`src/hw/core_pkg.sv`:
```
package core_pkg;

    localparam int REG_NUM = 32;

    typedef logic [4:0] reg_idx_t;
    typedef logic [31:0] u32_t;

    localparam u32_t RESET_PC = 32'h0000_0000;

    // LoongArch-32 major opcodes, one field width per format
    localparam logic [16:0] OPC_ADD_W = 17'h00020;
    localparam logic [16:0] OPC_SUB_W = 17'h00022;
    localparam logic [16:0] OPC_SLT = 17'h00024;
    localparam logic [16:0] OPC_AND = 17'h00029;
    localparam logic [16:0] OPC_OR = 17'h0002a;
    localparam logic [16:0] OPC_XOR = 17'h0002b;
    localparam logic [9:0] OPC_ADDI_W = 10'h00a;
    localparam logic [9:0] OPC_ANDI = 10'h00d;
    localparam logic [9:0] OPC_ORI = 10'h00e;
    localparam logic [5:0] OPC_BEQ = 6'h16;
    localparam logic [5:0] OPC_BNE = 6'h17;

    typedef struct packed {
        logic [16:0] opcode;
        reg_idx_t rk;
        reg_idx_t rj;
        reg_idx_t rd;
    } r3_t;

    typedef struct packed {
        logic [9:0] opcode;
        logic [11:0] imm;
        reg_idx_t rj;
        reg_idx_t rd;
    } ri12_t;

    // Branch offset is in words
    typedef struct packed {
        logic [5:0] opcode;
        logic [15:0] offs;
        reg_idx_t rj;
        reg_idx_t rd;
    } i16_t;

    typedef union packed {
        r3_t r3;
        ri12_t ri12;
        i16_t i16;
    } instr_u;

    typedef enum logic [3:0] {
        ALU_ADD,
        ALU_SUB,
        ALU_SLT,
        ALU_AND,
        ALU_OR,
        ALU_XOR,
        ALU_BEQ,
        ALU_BNE,
        ALU_NOP
    } alu_op_t;

    typedef struct packed {
        logic valid;
        u32_t pc;
        instr_u instr;
    } fetch_decode_t;

    typedef struct packed {
        logic valid;
        u32_t pc;
        alu_op_t alu_op;
        u32_t operand_a;
        u32_t operand_b;
        reg_idx_t rd;
        logic reg_we;
        u32_t branch_target;
    } decode_execute_t;

    typedef struct packed {
        logic valid;
        u32_t pc;
        reg_idx_t rd;
        logic reg_we;
        u32_t result;
    } execute_writeback_t;

    typedef struct packed {
        logic valid;
        u32_t target;
    } wr_pc_req_t;

    typedef struct packed {
        u32_t pc;
        reg_idx_t rd;
        logic reg_we;
        u32_t data;
    } retire_t;

endpackage

```
`src/hw/core_top.sv`:
```
`timescale 1ns/100ps

module core_top (
    input logic clk,
    input logic reset,
    output logic imem_req,
    output core_pkg::u32_t imem_addr,
    input logic imem_ack,
    input core_pkg::instr_u imem_data,
    output logic retire_valid,
    output core_pkg::retire_t retire
);
    import core_pkg::*;

    fetch_decode_t fetch_decode;
    decode_execute_t decode_execute;
    execute_writeback_t execute_writeback;
    execute_writeback_t ex_fwd;
    execute_writeback_t wb_fwd;
    wr_pc_req_t wr_pc_req;
    logic flush;

    reg_idx_t rj_idx;
    reg_idx_t rk_idx;
    reg_idx_t wr_idx;
    u32_t rj_data;
    u32_t rk_data;
    u32_t wr_data;
    logic reg_we;

    fetch fetch_i (
        .clk,
        .reset,
        .imem_req,
        .imem_addr,
        .imem_ack,
        .imem_data,
        .wr_pc_req,
        .flush,
        .fetch_out(fetch_decode)
    );

    decode decode_i (
        .clk,
        .reset,
        .fetch_in(fetch_decode),
        .flush,
        .rj_idx,
        .rk_idx,
        .rj_data,
        .rk_data,
        .ex_fwd,
        .wb_fwd,
        .decode_out(decode_execute)
    );

    execute execute_i (
        .clk,
        .reset,
        .decode_in(decode_execute),
        .flush,
        .wr_pc_req,
        .ex_fwd,
        .execute_out(execute_writeback)
    );

    writeback writeback_i (
        .execute_in(execute_writeback),
        .we(reg_we),
        .wr_idx,
        .wr_data,
        .wb_fwd,
        .retire_valid,
        .retire
    );

    reg_file reg_file_i (
        .clk,
        .reset,
        .rj_idx,
        .rk_idx,
        .rj_data,
        .rk_data,
        .we(reg_we),
        .wr_idx,
        .wr_data
    );

endmodule

```
`src/hw/decode.sv`:
```
`timescale 1ns/100ps

module decode (
    input logic clk,
    input logic reset,
    input core_pkg::fetch_decode_t fetch_in,
    input logic flush,
    output core_pkg::reg_idx_t rj_idx,
    output core_pkg::reg_idx_t rk_idx,
    input core_pkg::u32_t rj_data,
    input core_pkg::u32_t rk_data,
    input core_pkg::execute_writeback_t ex_fwd,
    input core_pkg::execute_writeback_t wb_fwd,
    output core_pkg::decode_execute_t decode_out
);
    import core_pkg::*;

    instr_u instr;
    alu_op_t op;
    logic use_imm;
    logic is_branch;
    u32_t imm;
    u32_t br_offs;
    u32_t rj_val;
    u32_t rk_val;

    // Younger producer wins over older and over the register file
    function automatic u32_t pick_operand(
        input reg_idx_t idx,
        input u32_t rf_val,
        input execute_writeback_t ex,
        input execute_writeback_t wb
    );
        if (ex.valid && ex.reg_we && ex.rd == idx)
            return ex.result;
        if (wb.valid && wb.reg_we && wb.rd == idx)
            return wb.result;
        return rf_val;
    endfunction

    assign instr = fetch_in.instr;

    always_comb begin
        op = ALU_NOP;
        use_imm = 1'b0;
        imm = '0;
        case (instr.r3.opcode)
            OPC_ADD_W: op = ALU_ADD;
            OPC_SUB_W: op = ALU_SUB;
            OPC_SLT: op = ALU_SLT;
            OPC_AND: op = ALU_AND;
            OPC_OR: op = ALU_OR;
            OPC_XOR: op = ALU_XOR;
            default: ;
        endcase
        case (instr.ri12.opcode)
            OPC_ADDI_W: begin
                op = ALU_ADD;
                use_imm = 1'b1;
                imm = {{20{instr.ri12.imm[11]}}, instr.ri12.imm};
            end
            OPC_ANDI: begin
                op = ALU_AND;
                use_imm = 1'b1;
                imm = {20'b0, instr.ri12.imm};
            end
            OPC_ORI: begin
                op = ALU_OR;
                use_imm = 1'b1;
                imm = {20'b0, instr.ri12.imm};
            end
            default: ;
        endcase
        case (instr.i16.opcode)
            OPC_BEQ: op = ALU_BEQ;
            OPC_BNE: op = ALU_BNE;
            default: ;
        endcase
    end

    assign is_branch = (op == ALU_BEQ) || (op == ALU_BNE);
    assign br_offs = {{14{instr.i16.offs[15]}}, instr.i16.offs, 2'b00};

    // Branches compare rj against rd
    assign rj_idx = instr.r3.rj;
    assign rk_idx = is_branch ? instr.i16.rd : instr.r3.rk;

    assign rj_val = pick_operand(rj_idx, rj_data, ex_fwd, wb_fwd);
    assign rk_val = pick_operand(rk_idx, rk_data, ex_fwd, wb_fwd);

    always_ff @(posedge clk) begin
        if (reset) begin
            decode_out.valid <= 1'b0;
        end else begin
            decode_out.valid <= fetch_in.valid && !flush;
            decode_out.pc <= fetch_in.pc;
            decode_out.alu_op <= op;
            decode_out.operand_a <= rj_val;
            decode_out.operand_b <= use_imm ? imm : rk_val;
            decode_out.rd <= instr.r3.rd;
            decode_out.reg_we <= !is_branch && (op != ALU_NOP);
            decode_out.branch_target <= fetch_in.pc + br_offs;
        end
    end

    // Fetch only ever hands over word-aligned addresses
    assert property (@(posedge clk) disable iff (reset)
        fetch_in.valid |-> (fetch_in.pc[1:0] == 2'b00));

endmodule

```
`src/hw/execute.sv`:
```
`timescale 1ns/100ps

module execute (
    input logic clk,
    input logic reset,
    input core_pkg::decode_execute_t decode_in,
    output logic flush,
    output core_pkg::wr_pc_req_t wr_pc_req,
    output core_pkg::execute_writeback_t ex_fwd,
    output core_pkg::execute_writeback_t execute_out
);
    import core_pkg::*;

    u32_t a;
    u32_t b;
    u32_t result;
    logic equal;
    logic less;
    logic taken;

    assign a = decode_in.operand_a;
    assign b = decode_in.operand_b;
    assign equal = (a == b);
    assign less = $signed(a) < $signed(b);

    always_comb begin
        result = '0;
        taken = 1'b0;
        case (decode_in.alu_op)
            ALU_ADD: result = a + b;
            ALU_SUB: result = a - b;
            ALU_SLT: result = {31'b0, less};
            ALU_AND: result = a & b;
            ALU_OR: result = a | b;
            ALU_XOR: result = a ^ b;
            ALU_BEQ: taken = equal;
            ALU_BNE: taken = !equal;
            default: ;
        endcase
    end

    assign flush = decode_in.valid && taken;
    assign wr_pc_req.valid = flush;
    assign wr_pc_req.target = decode_in.branch_target;

    // Writes to r0 are not offered for forwarding
    assign ex_fwd.valid = decode_in.valid;
    assign ex_fwd.pc = decode_in.pc;
    assign ex_fwd.rd = decode_in.rd;
    assign ex_fwd.reg_we = decode_in.reg_we && (decode_in.rd != '0);
    assign ex_fwd.result = result;

    always_ff @(posedge clk) begin
        if (reset) begin
            execute_out.valid <= 1'b0;
        end else begin
            execute_out.valid <= decode_in.valid;
            execute_out.pc <= decode_in.pc;
            execute_out.rd <= decode_in.rd;
            execute_out.reg_we <= decode_in.reg_we;
            execute_out.result <= result;
        end
    end

    // Taken branch kills the younger word in decode
    assert property (@(posedge clk) disable iff (reset)
        flush |=> !decode_in.valid);

endmodule

```
`src/hw/fetch.sv`:
```
`timescale 1ns/100ps

module fetch (
    input logic clk,
    input logic reset,
    output logic imem_req,
    output core_pkg::u32_t imem_addr,
    input logic imem_ack,
    input core_pkg::instr_u imem_data,
    input core_pkg::wr_pc_req_t wr_pc_req,
    input logic flush,
    output core_pkg::fetch_decode_t fetch_out
);
    import core_pkg::*;

    typedef enum logic {
        S_WAIT,
        S_REQ
    } state_t;

    state_t state;
    u32_t pc;
    u32_t next_pc;
    logic discard;
    logic capture;

    // Word arrives and still belongs to the program path
    assign capture = (state == S_REQ) && imem_ack && !discard && !flush;

    always_comb begin
        if (wr_pc_req.valid)
            next_pc = wr_pc_req.target;
        else if (capture)
            next_pc = pc + 32'd4;
        else
            next_pc = pc;
    end

    always_ff @(posedge clk) begin
        if (reset) begin
            state <= S_WAIT;
            pc <= RESET_PC;
            discard <= 1'b0;
            fetch_out.valid <= 1'b0;
        end else begin
            pc <= next_pc;
            fetch_out.valid <= capture;
            if (capture) begin
                fetch_out.pc <= imem_addr;
                fetch_out.instr <= imem_data;
            end
            case (state)
                S_WAIT: begin
                    // Ack must return low before the next request
                    if (!imem_ack) begin
                        state <= S_REQ;
                        imem_addr <= next_pc;
                    end
                end
                S_REQ: begin
                    if (imem_ack) begin
                        state <= S_WAIT;
                        discard <= 1'b0;
                    end else if (flush) begin
                        // Let the handshake finish, drop the word later
                        discard <= 1'b1;
                    end
                end
                default: state <= S_WAIT;
            endcase
        end
    end

    assign imem_req = (state == S_REQ);

    assert property (@(posedge clk) disable iff (reset) $rose(imem_req) |-> !imem_ack);

endmodule

```
`src/hw/reg_file.sv`:
```
`timescale 1ns/100ps

module reg_file (
    input logic clk,
    input logic reset,
    input core_pkg::reg_idx_t rj_idx,
    input core_pkg::reg_idx_t rk_idx,
    output core_pkg::u32_t rj_data,
    output core_pkg::u32_t rk_data,
    input logic we,
    input core_pkg::reg_idx_t wr_idx,
    input core_pkg::u32_t wr_data
);
    import core_pkg::*;

    u32_t regs [REG_NUM];

    always_ff @(posedge clk) begin
        if (reset) begin
            for (int i = 0; i < REG_NUM; i++) begin
                regs[i] <= '0;
            end
        end else if (we && wr_idx != '0) begin
            regs[wr_idx] <= wr_data;
        end
    end

    // r0 is never written
    assign rj_data = regs[rj_idx];
    assign rk_data = regs[rk_idx];

endmodule

```
`src/hw/writeback.sv`:
```
`timescale 1ns/100ps

module writeback (
    input core_pkg::execute_writeback_t execute_in,
    output logic we,
    output core_pkg::reg_idx_t wr_idx,
    output core_pkg::u32_t wr_data,
    output core_pkg::execute_writeback_t wb_fwd,
    output logic retire_valid,
    output core_pkg::retire_t retire
);
    import core_pkg::*;

    assign we = execute_in.valid && execute_in.reg_we;
    assign wr_idx = execute_in.rd;
    assign wr_data = execute_in.result;

    // Pending write, visible to decode until the register file takes it
    assign wb_fwd.valid = execute_in.valid;
    assign wb_fwd.pc = execute_in.pc;
    assign wb_fwd.rd = execute_in.rd;
    assign wb_fwd.reg_we = we && (execute_in.rd != '0);
    assign wb_fwd.result = execute_in.result;

    assign retire_valid = execute_in.valid;

    always_comb begin
        retire = '0;
        retire.pc = execute_in.pc;
        retire.rd = execute_in.rd;
        retire.reg_we = execute_in.reg_we;
        retire.data = execute_in.result;
    end

endmodule

```
`config.mk`:
```
export PLATFORM = sky130hd
export DESIGN_NAME = core_top
export DESIGN_NICKNAME = d
export VERILOG_FILES = /design/src/hw/core_pkg.sv /design/src/hw/core_top.sv /design/src/hw/decode.sv /design/src/hw/execute.sv /design/src/hw/fetch.sv /design/src/hw/reg_file.sv /design/src/hw/writeback.sv
export SDC_FILE = /design/constraint.sdc
export NUM_CORES = 2
export LEC_CHECK = 0
export BUFFER_PORTS_ARGS = -buffer_cell sky130_fd_sc_hd__buf_4
export CAP_MARGIN = 20
export CELL_PAD_IN_SITES_DETAIL_PLACEMENT = 2
export CELL_PAD_IN_SITES_GLOBAL_PLACEMENT = 2
export CORE_MARGIN = 8
export CORE_UTILIZATION = 44
export CTS_CLUSTER_DIAMETER = 30
export DETAILED_ROUTE_END_ITERATION = 8
export PLACE_DENSITY = 0.87
export RECOVER_POWER = 100
export SKIP_LAST_GASP = 1
export SLEW_MARGIN = 10
export SYNTH_ARGS = -nofsm -noshare
export SYNTH_HDL_FRONTEND = slang
export SYNTH_HIERARCHICAL = 1
export SYNTH_SLANG_ARGS = --single-unit
```
`constraint.sdc`:
```
create_clock -name clk -period 6.7 [get_ports clk]
set_input_delay 0.67 -clock clk [delete_from_list [all_inputs] [get_ports clk]]
set_output_delay 0.67 -clock clk [all_outputs]
set_load 0.03 [all_outputs]
```
==> run metrics <==
fmax 138 MHz; DRC 0; Final min period 7240 ps; Setup Fix Bufs, Post-CTS 0; Worst-path clk slew 70 ps; Clk Latency, worst-skew pair 1040 ps; number of synthesis warnings 6; Min-Delay Path Class input pin to register; FP Rows 154; DPL Wire Length 200 mm; M3 GR Usage 16.2%; worst slew pin tran 4030 ps; wire per inst 51.3 um; Pre-antenna DRT Iters 6; area growth from synthesis to layout 17.0%; start of the worst register-to-register path fetch_i/fetch_out[8]; CP Cell Sequence or2_2 > clkbuf_1 > nor3_1 > a31oi_1 > nand3_1 > mux2i_1 > a21oi_1; outcome complete, but fails checks; PnR worst setup slack -539 ps; M1 GR Usage 47.3%; full die area 0.189 mm^2; die width 435 um; CTS Hold Buffers Added 33; Initial Util 44.1%; io pins 139; Worst Hold Launch imem_data[17]; post-route ant nets 0; failing checks capacitance limit, slew limit, setup timing; Max Slew Vio Count 2627; placed cell count 8625; Post-Route Setup TNS -33290 ps; first-pass GRT wire length 626 mm; Core Util, Final 51.6%; placed instance area 0.0792 mm^2; final hold viol count 0; number of global-route vias before repair 76200; Slowest-stage cell, CP clkbuf_1; slew margin rel. -170%; final hold slack 389 ps; layout cell share with drive strength beyond 1 11.3%; Post-Synthesis Cells 6677; antenna violations before repair 70; Critical Path Fanout Max 25; Post-Layout Cell Count 9361; critical path buffer and inverter count 1; Crit path max-delay family buffers and inverters; GR Util met2 71.1%; GR Util All Layers 45.8%; Post-Syn Area 0.0773 mm^2; Synth Area per Inst 11.6 um^2; largest net degree at the start of global routing 95; CP Capture Type register; # clock sinks 1363; Finished Cell Area 0.0905 mm^2; Worst setup SP type register; post-CTS sizing 0; CTS buffer count 358; pwr dens 336 mW/mm^2; average via count per standard cell 7.89; Critical Path Start fetch_i/fetch_out[8]; aggregate global routing overflow 0; busiest grt layer met2; Core ar. 0.175 mm^2; Die Ht 435 um; TritonCTS clock tree done; Critical Path RT 7360 ps; slowest stage delay, CP 2170 ps; CP Class register to register; H-tree levels 5; Final Setup Violations 206; CTS max path bufs 4; Max Clock Skew 95.2 ps; final worst-path cycle share 108%; unrepaired setup endpoints after global routing no; maximum vdd drop 356 uV; GP Congestion 0.872; routed wire length 480 mm; Root Buffer clkbuf_16; IO buf count 138; Iter 0 DRT Violations 12500; arrival time at the worst endpoint 7900 ps; leakage 0.0353 uW; vias post-DR 73900; max cap viols 89; nets@finish 6858
-- layer usage --
metal / vias to the layer above / share of wire (%)
met1: 35800 / 30
met2: 9223 / 43
li1: 24500 / -
met5: - / 0.18
met3: 4308 / 13
met4: 38 / 14
-- worst register-to-register path, delay by kind of cell (launching register included) --
| kind | cells | cell delay (ps) |
|---|---|---|
| AO/OA/AOI/OAI | 2 | 2060 |
| flip-flops | 1 | 990 |
| multiplexers | 1 | 330 |
| buffers and inverters | 1 | 2170 |
| AND/OR/NAND/NOR | 3 | 1370 |
-- cell usage in the layout, fill, tap and decap left out, drive strengths merged, types with 41 or more instances in the layout --
master / instances
a21oi: 332
a221oi: 58
a22o: 129
a22oi: 196
a31oi: 75
and2: 1004
and3: 44
buf: 120
bufinv: 41
clkbuf: 622
clkinv: 128
diode: 63
edfxtp: 1326
ha: 131
inv: 126
mux2i: 1067
nand2: 289
nand3: 228
nor2: 228
nor3: 120
o21ai: 79
o31ai: 50
xnor2: 47
-- per-stage QoR --
stage / total power (uW) / worst slack (ps)
floorplan: 11000 / 1260
global placement: 11500 / 1810
detailed placement: 11700 / 1610
CTS: 29300 / 1090
global route: 30400 / 89.9
finish: 30400 / -539
-- where the power goes --
| group | switching, uW | internal [uW] | leakage [uW] |
|---|---|---|---|
| registers | 352 | 9690 | 0.0137 |
| clock network | 6900 | 11400 | 0.00555 |
| logic | 1550 | 486 | 0.0160 |
| total | 8800 | 21600 | 0.0353 |
-- state kept, by name, indices dropped and copies added, names as in the netlist --
signal and count:
decode_i/decode_out 137, execute_i/execute_out 71, fetch_i/discard 1, fetch_i/fetch_out 65, fetch_i/imem_addr 32, fetch_i/imem_req 1
fetch_i/pc 32, reg_file_i/regs 1024
-- layout make-up --
cell class,instances,area [um^2]
timing repair buffer,360,2520
sequential,1363,40600
inverter,118,453
multi-input combinational,4488,32400
tap,2340,2930
fill,16500,84900
clock inverter,214,2200
antenna,63,158
clock buffer,415,9300
-- worst paths after layout --
path | to | slack [ps] | cells after the start
max | decode_i/decode_out[79] | -540 | 7
min | fetch_i/fetch_out[17] | 390 | 2
max reg2reg | decode_i/decode_out[79] | -540 | 7
min reg2reg | execute_i/execute_out[53] | 420 | 0
Note: power is estimated with default switching activity, not from simulation.
